## config.mk

```make
export PLATFORM = sky130hd
export DESIGN_NAME = vstore_top
export DESIGN_NICKNAME = d
export VERILOG_FILES = /design/src/rtl/vstore_pkg.sv /design/src/rtl/vstore_ifs.sv /design/src/rtl/vstore_decode.sv /design/src/rtl/vstore_pack.sv /design/src/rtl/vstore_wbuf.sv /design/src/rtl/vstore_top.sv
export SDC_FILE = /design/constraint.sdc
export NUM_CORES = 1
export LEC_CHECK = 0
export BUFFER_PORTS_ARGS = -buffer_cell sky130_fd_sc_hd__buf_2
export CELL_PAD_IN_SITES_DETAIL_PLACEMENT = 0
export CELL_PAD_IN_SITES_GLOBAL_PLACEMENT = 1
export CORE_ASPECT_RATIO = 0.75
export CORE_MARGIN = 3
export CORE_UTILIZATION = 51
export DETAILED_ROUTE_END_ITERATION = 7
export PLACE_DENSITY_LB_ADDON = 0.1
export SYNTH_ARGS = -nofsm -noshare
export SYNTH_HDL_FRONTEND = slang
export SYNTH_SLANG_ARGS = --single-unit
```

## constraint.sdc

```tcl
create_clock -name clk_i -period 7 [get_ports clk_i]
set_clock_uncertainty 0.1 [all_clocks]
set_input_delay 2.1 -clock clk_i [delete_from_list [all_inputs] [get_ports clk_i]]
set_output_delay 2.1 -clock clk_i [all_outputs]
set_load 0.01 [all_outputs]
```

## src/rtl/vstore_pkg.sv

```systemverilog
// =========================================================================
// Vector store write-data path shared definitions
// Bus and lane-entry geometry, command field widths and state encodings
// =========================================================================

package vstore_pkg;

  // =========================================================================
  // Write-data bus geometry
  // =========================================================================
  localparam int unsigned BusBits      = 32;
  localparam int unsigned BusNbs       = BusBits / 4;
  localparam int unsigned BusBytes     = BusBits / 8;
  localparam int unsigned BusOffBits   = $clog2(BusBytes);
  localparam int unsigned BusNbIdxBits = $clog2(BusNbs);
  // Nibble counts on the bus side run from 0 to BusNbs inclusive
  localparam int unsigned BusNbCntBits = BusNbIdxBits + 1;

  // Lane entry geometry
  localparam int unsigned EntryBits      = 64;
  localparam int unsigned EntryNbs       = EntryBits / 4;
  localparam int unsigned EntryNbIdxBits = $clog2(EntryNbs);
  localparam int unsigned EntryNbCntBits = EntryNbIdxBits + 1;

  // Command fields
  localparam int unsigned AddrBits    = 32;
  localparam int unsigned VlBits      = 5;
  localparam int unsigned BeatCntBits = 5;
  // Up to 16 elements of 4 bytes plus the head offset
  localparam int unsigned ByteCntBits = 7;

  // =========================================================================
  // Encodings
  // =========================================================================
  // Element bytes are 2 ** code
  typedef enum logic [1:0] {
    SEW8  = 2'd0,
    SEW16 = 2'd1,
    SEW32 = 2'd2
  } sew_e;

  typedef enum logic [1:0] {
    PK_IDLE   = 2'd0,
    PK_SERIAL = 2'd1,
    PK_DRAIN  = 2'd2
  } pack_state_e;

  typedef enum logic [1:0] {
    DEC_WAIT_REQ  = 2'd0,
    DEC_ACK       = 2'd1,
    DEC_WAIT_DROP = 2'd2
  } dec_state_e;

endpackage

```

## src/rtl/vstore_ifs.sv

```systemverilog
// =========================================================================
// Internal links of the vector store write-data path
// Transaction control from decode to pack, packed beats from pack to wbuf
// =========================================================================

`timescale 1ns/10ps

interface vstore_txn_if import vstore_pkg::*; ();

  logic                      txn_valid;
  logic                      txn_ready;
  logic [BusNbIdxBits-1:0]   head_nb;
  logic [EntryNbIdxBits-1:0] src_nb;
  logic [BeatCntBits-1:0]    nr_beats;
  // Exclusive nibble end of the final beat, 1 to BusNbs
  logic [BusNbCntBits-1:0]   last_nb;

  modport decode (
    output txn_valid, head_nb, src_nb, nr_beats, last_nb,
    input  txn_ready
  );

  modport pack (
    input  txn_valid, head_nb, src_nb, nr_beats, last_nb,
    output txn_ready
  );

endinterface

interface vstore_beat_if import vstore_pkg::*; ();

  logic               beat_valid;
  logic               beat_ready;
  logic [BusBits-1:0] beat_data;
  logic [BusNbs-1:0]  beat_nbe;
  logic               beat_last;

  modport pack (
    output beat_valid, beat_data, beat_nbe, beat_last,
    input  beat_ready
  );

  modport wbuf (
    input  beat_valid, beat_data, beat_nbe, beat_last,
    output beat_ready
  );

endinterface

```

## src/rtl/vstore_decode.sv

```systemverilog
// =========================================================================
// Vector store command decode
// Four-phase command intake that turns a store command into the nibble
// offsets and beat count used by the packer
// =========================================================================

`timescale 1ns/10ps

module vstore_decode import vstore_pkg::*; (
  input  logic                clk_i,
  input  logic                rst_ni,
  input  logic                cmd_req_i,
  output logic                cmd_ack_o,
  input  logic [AddrBits-1:0] cmd_addr_i,
  input  logic [VlBits-1:0]   cmd_vl_i,
  input  logic [VlBits-1:0]   cmd_vstart_i,
  input  sew_e                cmd_sew_i,
  vstore_txn_if.decode        txn
);

  dec_state_e state_q, state_d;
  logic       capture;
  logic       txn_valid_q;

  logic [1:0]                sew_code;
  logic [VlBits-1:0]         elem_cnt;
  logic [ByteCntBits-1:0]    byte_cnt;
  logic [ByteCntBits-1:0]    vstart_bytes;
  logic [ByteCntBits-1:0]    end_byte;
  logic [ByteCntBits-1:0]    end_ceil;
  logic [BusOffBits-1:0]     tail_bytes;

  logic [BusNbIdxBits-1:0]   head_q;
  logic [EntryNbIdxBits-1:0] src_q;
  logic [BeatCntBits-1:0]    beats_q;
  logic [BusNbCntBits-1:0]   last_q;

  // =========================================================================
  // Field arithmetic on the live command
  // =========================================================================
  assign sew_code     = cmd_sew_i;
  assign elem_cnt     = cmd_vl_i - cmd_vstart_i;
  assign byte_cnt     = ByteCntBits'(elem_cnt) << sew_code;
  assign vstart_bytes = ByteCntBits'(cmd_vstart_i) << sew_code;
  // Byte end relative to the first bus word
  assign end_byte     = ByteCntBits'(cmd_addr_i[BusOffBits-1:0]) + byte_cnt;
  assign end_ceil     = end_byte + ByteCntBits'(BusBytes - 1);
  assign tail_bytes   = end_byte[BusOffBits-1:0];

  // =========================================================================
  // Four-phase handshake
  // =========================================================================
  always_comb begin
    state_d = state_q;
    capture = 1'b0;
    case (state_q)
      DEC_WAIT_REQ: begin
        // Hold the ack back while the previous command waits for pack
        if (cmd_req_i && !txn_valid_q) begin
          capture = 1'b1;
          state_d = DEC_ACK;
        end
      end
      DEC_ACK: begin
        if (!cmd_req_i) begin
          state_d = DEC_WAIT_DROP;
        end
      end
      // Turnaround cycle with the ack low
      DEC_WAIT_DROP: state_d = DEC_WAIT_REQ;
      default:       state_d = DEC_WAIT_REQ;
    endcase
  end

  assign cmd_ack_o = (state_q == DEC_ACK);

  always_ff @(posedge clk_i or negedge rst_ni) begin
    if (!rst_ni) begin
      state_q     <= DEC_WAIT_REQ;
      txn_valid_q <= 1'b0;
    end else begin
      state_q <= state_d;
      if (capture) begin
        txn_valid_q <= 1'b1;
      end else if (txn.txn_ready) begin
        txn_valid_q <= 1'b0;
      end
    end
  end

  // One-entry transaction register
  always_ff @(posedge clk_i) begin
    if (capture) begin
      head_q  <= {cmd_addr_i[BusOffBits-1:0], 1'b0};
      src_q   <= EntryNbIdxBits'({vstart_bytes, 1'b0});
      beats_q <= end_ceil[BusOffBits +: BeatCntBits];
      last_q  <= (tail_bytes == '0) ? BusNbCntBits'(BusNbs)
                                    : BusNbCntBits'({tail_bytes, 1'b0});
    end
  end

  assign txn.txn_valid = txn_valid_q;
  assign txn.head_nb   = head_q;
  assign txn.src_nb    = src_q;
  assign txn.nr_beats  = beats_q;
  assign txn.last_nb   = last_q;

endmodule

```

## src/rtl/vstore_pack.sv

```systemverilog
// =========================================================================
// Vector store nibble packer
// Buffers lane entries in a ping-pong pair and repacks their nibbles into
// bus beats that follow the address alignment of the store
// =========================================================================

`timescale 1ns/10ps

module vstore_pack import vstore_pkg::*; (
  input  logic                 clk_i,
  input  logic                 rst_ni,
  input  logic                 lane_valid_i,
  output logic                 lane_ready_o,
  input  logic [EntryBits-1:0] lane_data_i,
  vstore_txn_if.pack           txn,
  vstore_beat_if.pack          beat
);

  pack_state_e state_q, state_d;

  // Ping-pong entry buffer, pointer MSB is the wrap flag
  logic [EntryBits-1:0] ent_q [2];
  logic [1:0]           enq_ptr_q, deq_ptr_q;
  logic                 ent_empty, ent_full;
  logic                 ent_enq, ent_deq;
  logic [EntryBits-1:0] cur_ent;

  // Transaction context
  logic [BusNbIdxBits-1:0]   head_q;
  logic [BusNbCntBits-1:0]   last_q;
  logic [BeatCntBits-1:0]    rmn_q;
  logic                      first_q;
  logic                      txn_fire;

  logic [BusNbIdxBits-1:0]   bus_cnt_q, bus_cnt_d;
  logic [EntryNbIdxBits-1:0] src_ptr_q, src_ptr_d;

  // Front part of a beat that straddles two entries
  logic [BusBits-1:0]        acc_data_q;
  logic [BusNbs-1:0]         acc_nbe_q;

  logic [BusNbIdxBits-1:0]   lower;
  logic [BusNbCntBits-1:0]   upper;
  logic [BusNbCntBits-1:0]   start;
  logic [BusNbCntBits-1:0]   bus_need;
  logic [EntryNbCntBits-1:0] ent_left;
  logic [EntryNbCntBits-1:0] nr_cmt;
  logic                      split;
  logic                      cmt_part;
  logic                      cmt_beat;
  logic [BusBits-1:0]        cmt_data;
  logic [BusNbs-1:0]         cmt_nbe;

  // =========================================================================
  // Entry buffer status
  // =========================================================================
  assign ent_empty    = (enq_ptr_q == deq_ptr_q);
  assign ent_full     = (enq_ptr_q[0] == deq_ptr_q[0]) && (enq_ptr_q[1] != deq_ptr_q[1]);
  assign lane_ready_o = !ent_full;
  assign ent_enq      = lane_valid_i && lane_ready_o;
  assign cur_ent      = ent_q[deq_ptr_q[0]];

  // =========================================================================
  // Commit sizing
  // =========================================================================
  assign lower    = first_q ? head_q : '0;
  assign upper    = (rmn_q == '0) ? last_q : BusNbCntBits'(BusNbs);
  assign start    = BusNbCntBits'(lower) + BusNbCntBits'(bus_cnt_q);
  assign bus_need = upper - start;
  assign ent_left = EntryNbCntBits'(EntryNbs) - EntryNbCntBits'(src_ptr_q);
  // Entry runs out before the beat is complete
  assign split    = EntryNbCntBits'(bus_need) > ent_left;
  assign nr_cmt   = split ? ent_left : EntryNbCntBits'(bus_need);

  assign cmt_part = (state_q == PK_SERIAL) && !ent_empty && split;
  assign cmt_beat = beat.beat_valid && beat.beat_ready;
  assign txn_fire = txn.txn_valid && txn.txn_ready;

  always_comb begin : nibble_select
    logic [EntryNbIdxBits-1:0] idx;
    cmt_data = '0;
    cmt_nbe  = '0;
    idx      = '0;
    for (int i = 0; i < BusNbs; i++) begin
      if ((i >= int'(start)) && (i < int'(start) + int'(nr_cmt))) begin
        idx                = EntryNbIdxBits'(i - int'(start) + int'(src_ptr_q));
        cmt_data[i*4 +: 4] = cur_ent[idx*4 +: 4];
        cmt_nbe[i]         = 1'b1;
      end
    end
  end

  assign txn.txn_ready   = (state_q == PK_IDLE);
  assign beat.beat_valid = (state_q == PK_SERIAL) && !ent_empty && !split;
  assign beat.beat_data  = acc_data_q | cmt_data;
  assign beat.beat_nbe   = acc_nbe_q | cmt_nbe;
  assign beat.beat_last  = (rmn_q == '0);

  // =========================================================================
  // Control FSM
  // =========================================================================
  always_comb begin : pack_ctrl
    state_d   = state_q;
    bus_cnt_d = bus_cnt_q;
    src_ptr_d = src_ptr_q;
    ent_deq   = 1'b0;
    case (state_q)
      PK_IDLE: begin
        if (txn.txn_valid) begin
          state_d   = PK_SERIAL;
          bus_cnt_d = '0;
          src_ptr_d = txn.src_nb;
        end
      end
      PK_SERIAL: begin
        if (cmt_part) begin
          bus_cnt_d = bus_cnt_q + BusNbIdxBits'(nr_cmt);
          src_ptr_d = '0;
          ent_deq   = 1'b1;
        end else if (cmt_beat) begin
          bus_cnt_d = '0;
          if (nr_cmt == ent_left) begin
            src_ptr_d = '0;
            ent_deq   = 1'b1;
          end else begin
            src_ptr_d = src_ptr_q + EntryNbIdxBits'(nr_cmt);
          end
          if (rmn_q == '0) begin
            state_d = PK_DRAIN;
          end
        end
      end
      PK_DRAIN: begin
        // Leftover tail of a partly used entry
        ent_deq   = (src_ptr_q != '0);
        src_ptr_d = '0;
        state_d   = PK_IDLE;
      end
      default: state_d = PK_IDLE;
    endcase
  end

  always_ff @(posedge clk_i or negedge rst_ni) begin
    if (!rst_ni) begin
      state_q    <= PK_IDLE;
      enq_ptr_q  <= '0;
      deq_ptr_q  <= '0;
      bus_cnt_q  <= '0;
      src_ptr_q  <= '0;
      first_q    <= 1'b0;
      rmn_q      <= '0;
      acc_data_q <= '0;
      acc_nbe_q  <= '0;
    end else begin
      state_q   <= state_d;
      bus_cnt_q <= bus_cnt_d;
      src_ptr_q <= src_ptr_d;
      if (ent_enq) begin
        enq_ptr_q <= enq_ptr_q + 2'd1;
      end
      if (ent_deq) begin
        deq_ptr_q <= deq_ptr_q + 2'd1;
      end
      if (txn_fire) begin
        first_q <= 1'b1;
        rmn_q   <= txn.nr_beats - 1'b1;
      end else if (cmt_beat) begin
        first_q <= 1'b0;
        rmn_q   <= rmn_q - 1'b1;
      end
      if (cmt_part) begin
        acc_data_q <= beat.beat_data;
        acc_nbe_q  <= beat.beat_nbe;
      end else if (cmt_beat) begin
        acc_data_q <= '0;
        acc_nbe_q  <= '0;
      end
    end
  end

  always_ff @(posedge clk_i) begin
    if (txn_fire) begin
      head_q <= txn.head_nb;
      last_q <= txn.last_nb;
    end
    if (ent_enq) begin
      ent_q[enq_ptr_q[0]] <= lane_data_i;
    end
  end

endmodule

```

## src/rtl/vstore_wbuf.sv

```systemverilog
// =========================================================================
// Vector store write buffer
// Two-deep beat queue that folds nibble enables into byte strobes and
// drives the write-data channel
// =========================================================================

`timescale 1ns/10ps

module vstore_wbuf import vstore_pkg::*; (
  input  logic                clk_i,
  input  logic                rst_ni,
  vstore_beat_if.wbuf         beat,
  output logic                w_valid_o,
  input  logic                w_ready_i,
  output logic [BusBits-1:0]  w_data_o,
  output logic [BusBytes-1:0] w_strb_o,
  output logic                w_last_o
);

  logic [BusBits-1:0] data_q [2];
  logic [BusNbs-1:0]  nbe_q  [2];
  logic               last_q [2];

  // Pointer MSB is the wrap flag
  logic [1:0]        wr_ptr_q, rd_ptr_q;
  logic              empty, full;
  logic              push, pop;
  logic [BusNbs-1:0] rd_nbe;

  assign empty = (wr_ptr_q == rd_ptr_q);
  assign full  = (wr_ptr_q[0] == rd_ptr_q[0]) && (wr_ptr_q[1] != rd_ptr_q[1]);

  assign beat.beat_ready = !full;
  assign push            = beat.beat_valid && !full;
  assign pop             = w_valid_o && w_ready_i;

  always_ff @(posedge clk_i or negedge rst_ni) begin
    if (!rst_ni) begin
      wr_ptr_q <= '0;
      rd_ptr_q <= '0;
    end else begin
      if (push) begin
        wr_ptr_q <= wr_ptr_q + 2'd1;
      end
      if (pop) begin
        rd_ptr_q <= rd_ptr_q + 2'd1;
      end
    end
  end

  always_ff @(posedge clk_i) begin
    if (push) begin
      data_q[wr_ptr_q[0]] <= beat.beat_data;
      nbe_q[wr_ptr_q[0]]  <= beat.beat_nbe;
      last_q[wr_ptr_q[0]] <= beat.beat_last;
    end
  end

  // Output side of the head entry
  assign rd_nbe    = nbe_q[rd_ptr_q[0]];
  assign w_valid_o = !empty;
  assign w_data_o  = data_q[rd_ptr_q[0]];
  assign w_last_o  = last_q[rd_ptr_q[0]];

  always_comb begin
    for (int i = 0; i < BusBytes; i++) begin
      w_strb_o[i] = rd_nbe[2*i] | rd_nbe[2*i+1];
    end
  end

endmodule

```

## src/rtl/vstore_top.sv

```systemverilog
// =========================================================================
// Vector store write-data path
// Command decode, nibble packer and write buffer for unit-stride stores
// =========================================================================

`timescale 1ns/10ps

module vstore_top import vstore_pkg::*; (
  input  logic                 clk_i,
  input  logic                 rst_ni,

  // Command port, four-phase
  input  logic                 cmd_req_i,
  output logic                 cmd_ack_o,
  input  logic [AddrBits-1:0]  cmd_addr_i,
  input  logic [VlBits-1:0]    cmd_vl_i,
  input  logic [VlBits-1:0]    cmd_vstart_i,
  input  sew_e                 cmd_sew_i,

  // Lane data
  input  logic                 lane_valid_i,
  output logic                 lane_ready_o,
  input  logic [EntryBits-1:0] lane_data_i,

  // Write data
  output logic                 w_valid_o,
  input  logic                 w_ready_i,
  output logic [BusBits-1:0]   w_data_o,
  output logic [BusBytes-1:0]  w_strb_o,
  output logic                 w_last_o
);

  vstore_txn_if  txn_if  ();
  vstore_beat_if beat_if ();

  vstore_decode u_decode (
    .clk_i        (clk_i       ),
    .rst_ni       (rst_ni      ),
    .cmd_req_i    (cmd_req_i   ),
    .cmd_ack_o    (cmd_ack_o   ),
    .cmd_addr_i   (cmd_addr_i  ),
    .cmd_vl_i     (cmd_vl_i    ),
    .cmd_vstart_i (cmd_vstart_i),
    .cmd_sew_i    (cmd_sew_i   ),
    .txn          (txn_if      )
  );

  vstore_pack u_pack (
    .clk_i        (clk_i       ),
    .rst_ni       (rst_ni      ),
    .lane_valid_i (lane_valid_i),
    .lane_ready_o (lane_ready_o),
    .lane_data_i  (lane_data_i ),
    .txn          (txn_if      ),
    .beat         (beat_if     )
  );

  vstore_wbuf u_wbuf (
    .clk_i        (clk_i       ),
    .rst_ni       (rst_ni      ),
    .beat         (beat_if     ),
    .w_valid_o    (w_valid_o   ),
    .w_ready_i    (w_ready_i   ),
    .w_data_o     (w_data_o    ),
    .w_strb_o     (w_strb_o    ),
    .w_last_o     (w_last_o    )
  );

endmodule

```

==> flow_metrics.py, run 1 <==
metrics = {
    "run_status": {
        "outcome": "complete, no violations",
    },
    "timing": {
        "setup_viol": 0,
        "fin_crit_ns": 6.241,
        "maxSlewHeadroom": 0.2159,
        "tightest_slew_ns": 1.170,
        "setup_tns_ns": 0,
        "finalHoldViolCount": 0,
        "rsz0062_at_grt": "no",
        "slew_violations": 0,
        "fin_crit_sh": 0.8916,
        "fmax_ghz": 0.1602,
    },
    "place": {
        "gp_congestion": 0.8554,
        "port-buffer-count": 122,
        "postPlaceCellArea_sq_mm": 0.01713,
        "hpwl_mm": 26.40,
    },
    "global_routing": {
        "antenna_found_initial": 0,
        "grt_pass1_vias": 9507,
        "grt_pass1_wl_mm": 56.44,
        "grt-ovfl-total": 0,
        "grt_max_degree": 65,
        "grt_usage": 0.2166,
    },
    "critical_path": {
        "critPathMaxStageDelay_ns": 0.81,
        "slowest_stage": "a211oi_1",
        "ff2ff_path_depth": 23,
        "crit_arrival_ns": 6.62,
        "cp_max_fo": 8,
        "cp.required_ns": 7.37,
        "crit_chain": "and2_1, ha_1, inv_1, fa_1, ha_1, o21ai_0, a211o_1, and2_1, ha_1, a21oi_1, a21oi_1, buf_4, o21ai_0, ha_1, inv_1, fa_1, nor2b_1, a21oi_1, nor4_1, buf_4, a211oi_1, nand2_1, o21ai_0",
        "cp-start-kind": "flop",
        "r2r_end": "u_pack.acc_data_q[4]",
        "ff2ff_setup_slack_ns": 0.76,
        "critical_path_class": "flop to flop",
        "worst_path_most_repeated_cell": "ha_1",
        "r2r_start": "u_pack.head_q[1]",
        "end_kind": "flop",
    },
    "yosys": {
        "syn_inst": 1038,
        "async_reset_ff_frac": 0.2245,
        "synth_top_cells_by_area": "edfxtp_1 (42%), dfrtp_1 (10%), mux4_1 (9.5%), mux4_2 (8.4%), mux2i_1 (3.2%)",
        "synth_enable_flop_cells": 228,
        "yosysSeqAreaShare": 0.5272,
        "synth_top_area_share": 0.4247,
        "syn-num-nets": 1204,
        "synth_area_sq_mm": 0.01612,
        "synth.avg_cell_area_sq_um": 15.53,
        "synth.largest_area_cell": "edfxtp_1",
        "synth-seq-cells": 294,
        "yosysWarningCount": 0,
        "ys_types": 65,
        "synth-main-ff-cell": "edfxtp_1",
    },
    "die": {
        "pin_count": 153,
        "die-area_sq_mm": 0.03380,
        "core_sq_mm": 0.03062,
        "fp.dieW_um": 211.3,
        "initial_core_util": 0.5264,
        "die_h_um": 160.0,
        "num_rows": 55,
    },
    "layout": {
        "syn_to_final_growth_pct": 12.22,
        "final_cell_area_sq_mm": 0.01809,
        "fill_cells": 2426,
        "diodes": 0,
        "nNetsFinal": 1328,
        "final_layout_size_suffix_gt1_frac": 0.2608,
    },
    "cts": {
        "post-cts-setup-buffers": 0,
        "cts.clk_slew.worst_paths_ns": 0.06,
        "cts_root_buffer": "clkbuf_16",
        "clock_latency_ns": 0.56,
        "h-tree-depth": 1,
        "clock_sinks": 294,
        "cts_made_buffers": 29,
        "cts_resized": 0,
        "clk_path_buf_depth": 3,
        "cts_tree": "built",
        "postCtsHoldBufs": 0,
    },
    "routing": {
        "vias_per_cell": 6.023,
        "drt_wl_total_mm": 35.96,
        "dr.pass1.iters": 4,
        "drc_errors": 0,
        "vias": 9540,
        "wl_per_cell_um": 22.70,
        "ant_nets": 0,
        "drt_iter0_drc": 782,
    },
    "worst_hold_path": {
        "hold_path.class": "flop to flop",
        "min_from": "u_decode.txn.head_nb[2]",
        "hold_end": "u_pack.head_q[2]",
        "hold_depth": 0,
    },
    "flow_run": {
        "maxCapViolations": 0,
    },
}
-- cells in the final DEF (no fill, tap or decap), drive strengths merged, types with 33 or more instances in the layout --
master  netlist  layout
mux4        118     118
dfrtp        66      66
nand2        53      53
ha           37      37
mux2i        51      51
inv          44      46
mux2         38      38
buf          23     141
nor2         45      45
clkbuf       25      43
edfxtp      228     228
a21oi        33      33
-- flip-flops by register name (all words and copies together) (netlist names), 3 cells and up --
signal                 count
u_pack.src_ptr_q           4
u_decode.txn.nr_beats      5
u_pack.ent_q             128
u_wbuf.nbe_q              16
u_wbuf.data_q             64
u_pack.last_q              3
u_pack.acc_data_q         32
u_decode.txn.src_nb        3
u_pack.bus_cnt_q           3
u_pack.rmn_q               5
u_pack.acc_nbe_q           8
u_decode.txn.last_nb       3
-- worst max-delay path, delay by kind of cell, from the launching register on --
kind	cells	cell delay (ns)
AND/OR/NAND/NOR	5	0.80
adder cells (fa/ha/maj)	6	1.93
AO/OA/AOI/OAI	8	2.46
buffers and inverters	4	0.47
flip-flops	1	0.40
-- synth_stat cells, types with 19 or more instances --
library cell	count
edfxtp_1	228
xnor2_1	21
o21ai_0	26
xor2_1	19
a21oi_1	33
ha_1	37
nor2_1	45
inv_1	44
dfrtp_1	66
o21bai_1	21
nand2_1	53
mux2_2	38
mux2i_1	51
clkbuf_1	25
mux4_1	58
mux4_2	60
-- worst max path at each step --
stage | startpoint | to | slack, ns | depth (start not counted)
floorplan | u_pack.rmn_q[3] | u_pack.acc_data_q[0] | 1.25 | 24
CTS | u_pack.head_q[1] | u_pack.acc_data_q[6] | 0.75 | 23
detailed placement | u_pack.head_q[1] | u_pack.acc_data_q[6] | 0.78 | 24
global route | u_pack.rmn_q[3] | u_pack.acc_data_q[6] | 0.22 | 23
global placement | u_pack.head_q[1] | u_pack.acc_data_q[6] | 0.76 | 23
finish | u_pack.head_q[1] | u_pack.acc_data_q[4] | 0.76 | 23
-- kinds of logic (layout without fill, tap and decap cells) --
kind of cell | count (synthesis) | count (layout) | share of synthesized area
mux | 207 | 207 | 0.2366
fa+ha+maj | 53 | 53 | 0.04859
flops | 294 | 294 | 0.5272
xor+xnor | 49 | 49 | 0.03547
buf+inv | 92 | 239 | 0.02724
compound gates | 167 | 167 | 0.07180
simple gates | 176 | 176 | 0.05317
-- routing by layer --
layer  track usage  vias to the layer above  share of wire  wire, um
met5             0                        -              0         0
met2        0.2957                      275           0.41     14680
met3       0.05617                       44          0.075      2700
li1              -                     4372              -         -
met1        0.3531                     4849           0.50     17890
met4       0.04016                        0          0.019       690
-- layout make-up --
cell class	count	area [sq um]	share of cell area
sequential	294	8503	0.4701
clock inverter	11	141.4	0.007816
inverter	44	165.2	0.009130
clock buffer	43	818.3	0.04523
multi-input combinational	652	7209	0.3985
tap	399	499.2	0.02760
timing repair buffer	141	753.2	0.04164
-- through the flow --
stage	util	hold slack, ns	worst slack (ns)	instances
after floorplan	-	0.3003	1.246	1038
after global placement	0.5594	0.3063	0.7604	1530
after detailed placement	0.5594	0.3075	0.7757	1530
after CTS	0.5907	0.3223	0.7496	1584
after global routing	0.5907	0.3348	0.2163	1584
final	0.5907	0.3212	0.7588	1584
Power of run 1 is left out: the tool's default activity adds up to more than one toggle a clock period on the data nets, which glitch-free logic cannot reach.
==> run 2: changes to the inputs <==
--- a/config.mk
+++ b/config.mk
@@ -12,7 +12,7 @@
 export CORE_MARGIN = 3
 export CORE_UTILIZATION = 51
 export DETAILED_ROUTE_END_ITERATION = 7
-export PLACE_DENSITY_LB_ADDON = 0.1
+export PLACE_DENSITY_LB_ADDON = 0.08
 export SYNTH_ARGS = -nofsm -noshare
 export SYNTH_HDL_FRONTEND = slang
 export SYNTH_SLANG_ARGS = --single-unit
==> run 2 against run 1 <==
Compared with the run above:
- core utilization decreased by 0.46 points
- global-route usage about the same
- critical path depth unchanged
- first-iteration DRC count increased by 3.2%
==> flow_metrics.py, run 2 (synthesized netlist as in run 1, its figures left out) <==
metrics = {
    "run_status": {
        "outcome": "complete, no violations",
    },
    "routing": {
        "vias_per_cell": 6.055,
        "ant_nets": 0,
        "wl_per_cell_um": 22.85,
        "vias": 9573,
        "drc_errors": 0,
        "drt_wl_total_mm": 36.12,
        "drt_iter0_drc": 807,
        "dr.pass1.iters": 5,
    },
    "layout": {
        "mostFrequentLayoutCell": "edfxtp_1",
        "multi_input_comb_area_sq_mm": 0.007209,
        "diodes": 0,
        "nNetsFinal": 1327,
        "utilization": 0.5861,
        "final_cell_mix": "edfxtp_1 (228), buf_2 (122), dfrtp_1 (64)",
        "final-seq-area_sq_mm": 0.008503,
        "fill_cells": 2424,
        "syn_to_final_growth_pct": 11.35,
        "largest_register_ffs": 128,
        "final_cells": 1581,
        "final_cell_area_sq_mm": 0.01795,
        "final_layout_size_suffix_gt1_frac": 0.2547,
    },
    "timing": {
        "slew_violations": 0,
        "fin_crit_ns": 6.458,
        "fin_crit_sh": 0.9226,
        "tightest_slew_ns": 1.168,
        "setup_tns_ns": 0,
        "rsz0062_at_grt": "no",
        "setup_viol": 0,
        "fmax_ghz": 0.1548,
        "maxSlewHeadroom": 0.2173,
        "finalHoldViolCount": 0,
    },
    "place": {
        "gp_congestion": 0.8685,
        "port-buffer-count": 122,
        "postPlaceCellArea_sq_mm": 0.01712,
        "hpwl_mm": 26.62,
        "dp.cells": 1529,
    },
    "critical_path": {
        "cp-start-kind": "flop",
        "crit_chain": "or2_2, nor4_1, and2_1, ha_1, nor2b_1, o21ai_0, o211ai_1, and2_1, ha_1, and4_1, nand2b_1, a21oi_1, buf_4, o21ai_0, ha_1, inv_1, fa_1, nor2b_1, a21oi_1, nor4_1, nor2_1, o221ai_1, o21bai_1",
        "critPathMaxStageDelay_ns": 0.59,
        "cp_max_fo": 10,
        "crit_buf_inv": 2,
        "critPathTopFamily": "simple AND/OR/NAND/NOR gates",
        "crit_arrival_ns": 6.61,
        "critical_path_class": "flop to flop",
        "cp.required_ns": 7.15,
        "worst_path_most_repeated_cell": "ha_1",
        "slowest_stage": "nor4_1",
        "end_kind": "flop",
    },
    "global_routing": {
        "grt-ovfl-total": 0,
        "grt_pass1_vias": 9532,
        "grt_max_degree": 66,
        "antenna_found_initial": 0,
        "grt_pass1_wl_mm": 56.43,
        "grt_usage": 0.2162,
    },
    "worst_hold_path": {
        "hold_path.class": "flop to flop",
    },
    "die": {
        "initial_core_util": 0.5264,
        "core_sq_mm": 0.03062,
        "num_rows": 55,
        "pin_count": 153,
        "fp.dieW_um": 211.3,
        "die-area_sq_mm": 0.03380,
        "die_h_um": 160.0,
    },
    "cts": {
        "post-cts-setup-buffers": 0,
        "clock_latency_ns": 0.57,
        "h-tree-depth": 1,
        "postCtsHoldBufs": 0,
        "cts_made_buffers": 29,
        "cts_root_buffer": "clkbuf_16",
        "cts.clk_slew.worst_paths_ns": 0.07,
        "clk_path_buf_depth": 3,
        "cts_tree": "built",
        "cts_resized": 0,
        "clock_sinks": 294,
    },
    "flow_run": {
        "maxCapViolations": 0,
    },
}
run 2: changes by cell type in the layout (fill, tap and decap cells not counted):
cell,delta
clkinvlp_4,-1
bufinv_16,-3
clkbuf_8,-4
inv_6,-1
buf_4,-1
clkinv_2,+2
clkbuf_1,+5
run 2: layout make-up:
type                       instances  share of cell area
sequential                       294              0.4737
multi-input combinational        652              0.4016
clock buffer                      44             0.04357
timing repair buffer             140             0.04154
tap                              399             0.02781
inverter                          44            0.009201
clock inverter                     8            0.002509
run 2: per-stage QoR:
step                hold slack, ns  setup WS, ns
floorplan                   0.3003         1.246
global placement            0.3091        0.6711
detailed placement          0.3147        0.5822
CTS                         0.3281        0.5668
global route                0.3283       0.01833
finish                      0.3276        0.5419
run 2: per-layer routing:
| layer | vias to the layer above | global-route usage | wire, um |
|---|---|---|---|
| li1 | 4368 | - | - |
| met1 | 4852 | 0.3448 | 17600 |
| met2 | 313 | 0.2973 | 14740 |
| met3 | 40 | 0.06559 | 3164 |
| met4 | 0 | 0.03681 | 621 |
| met5 | - | 0 | 0 |
run 2: path summary, 6_finish.rpt:
check                                        start                   end  slack [ns]  depth (start not counted)
setup / recovery                   u_pack.rmn_q[3]  u_wbuf.data_q[0][22]        0.54                         23
hold / removal             u_decode.txn.last_nb[1]      u_pack.last_q[1]        0.33                          0
setup reg to reg                   u_pack.rmn_q[3]  u_wbuf.data_q[0][22]        0.54                         23
hold reg to reg            u_decode.txn.last_nb[1]      u_pack.last_q[1]        0.33                          0
max in group asynchronous                   rst_ni   u_pack.deq_ptr_q[0]        4.23                          2
min in group asynchronous                   rst_ni    u_wbuf.rd_ptr_q[0]        1.57                          1
Power of run 2 is left out for the same reason.
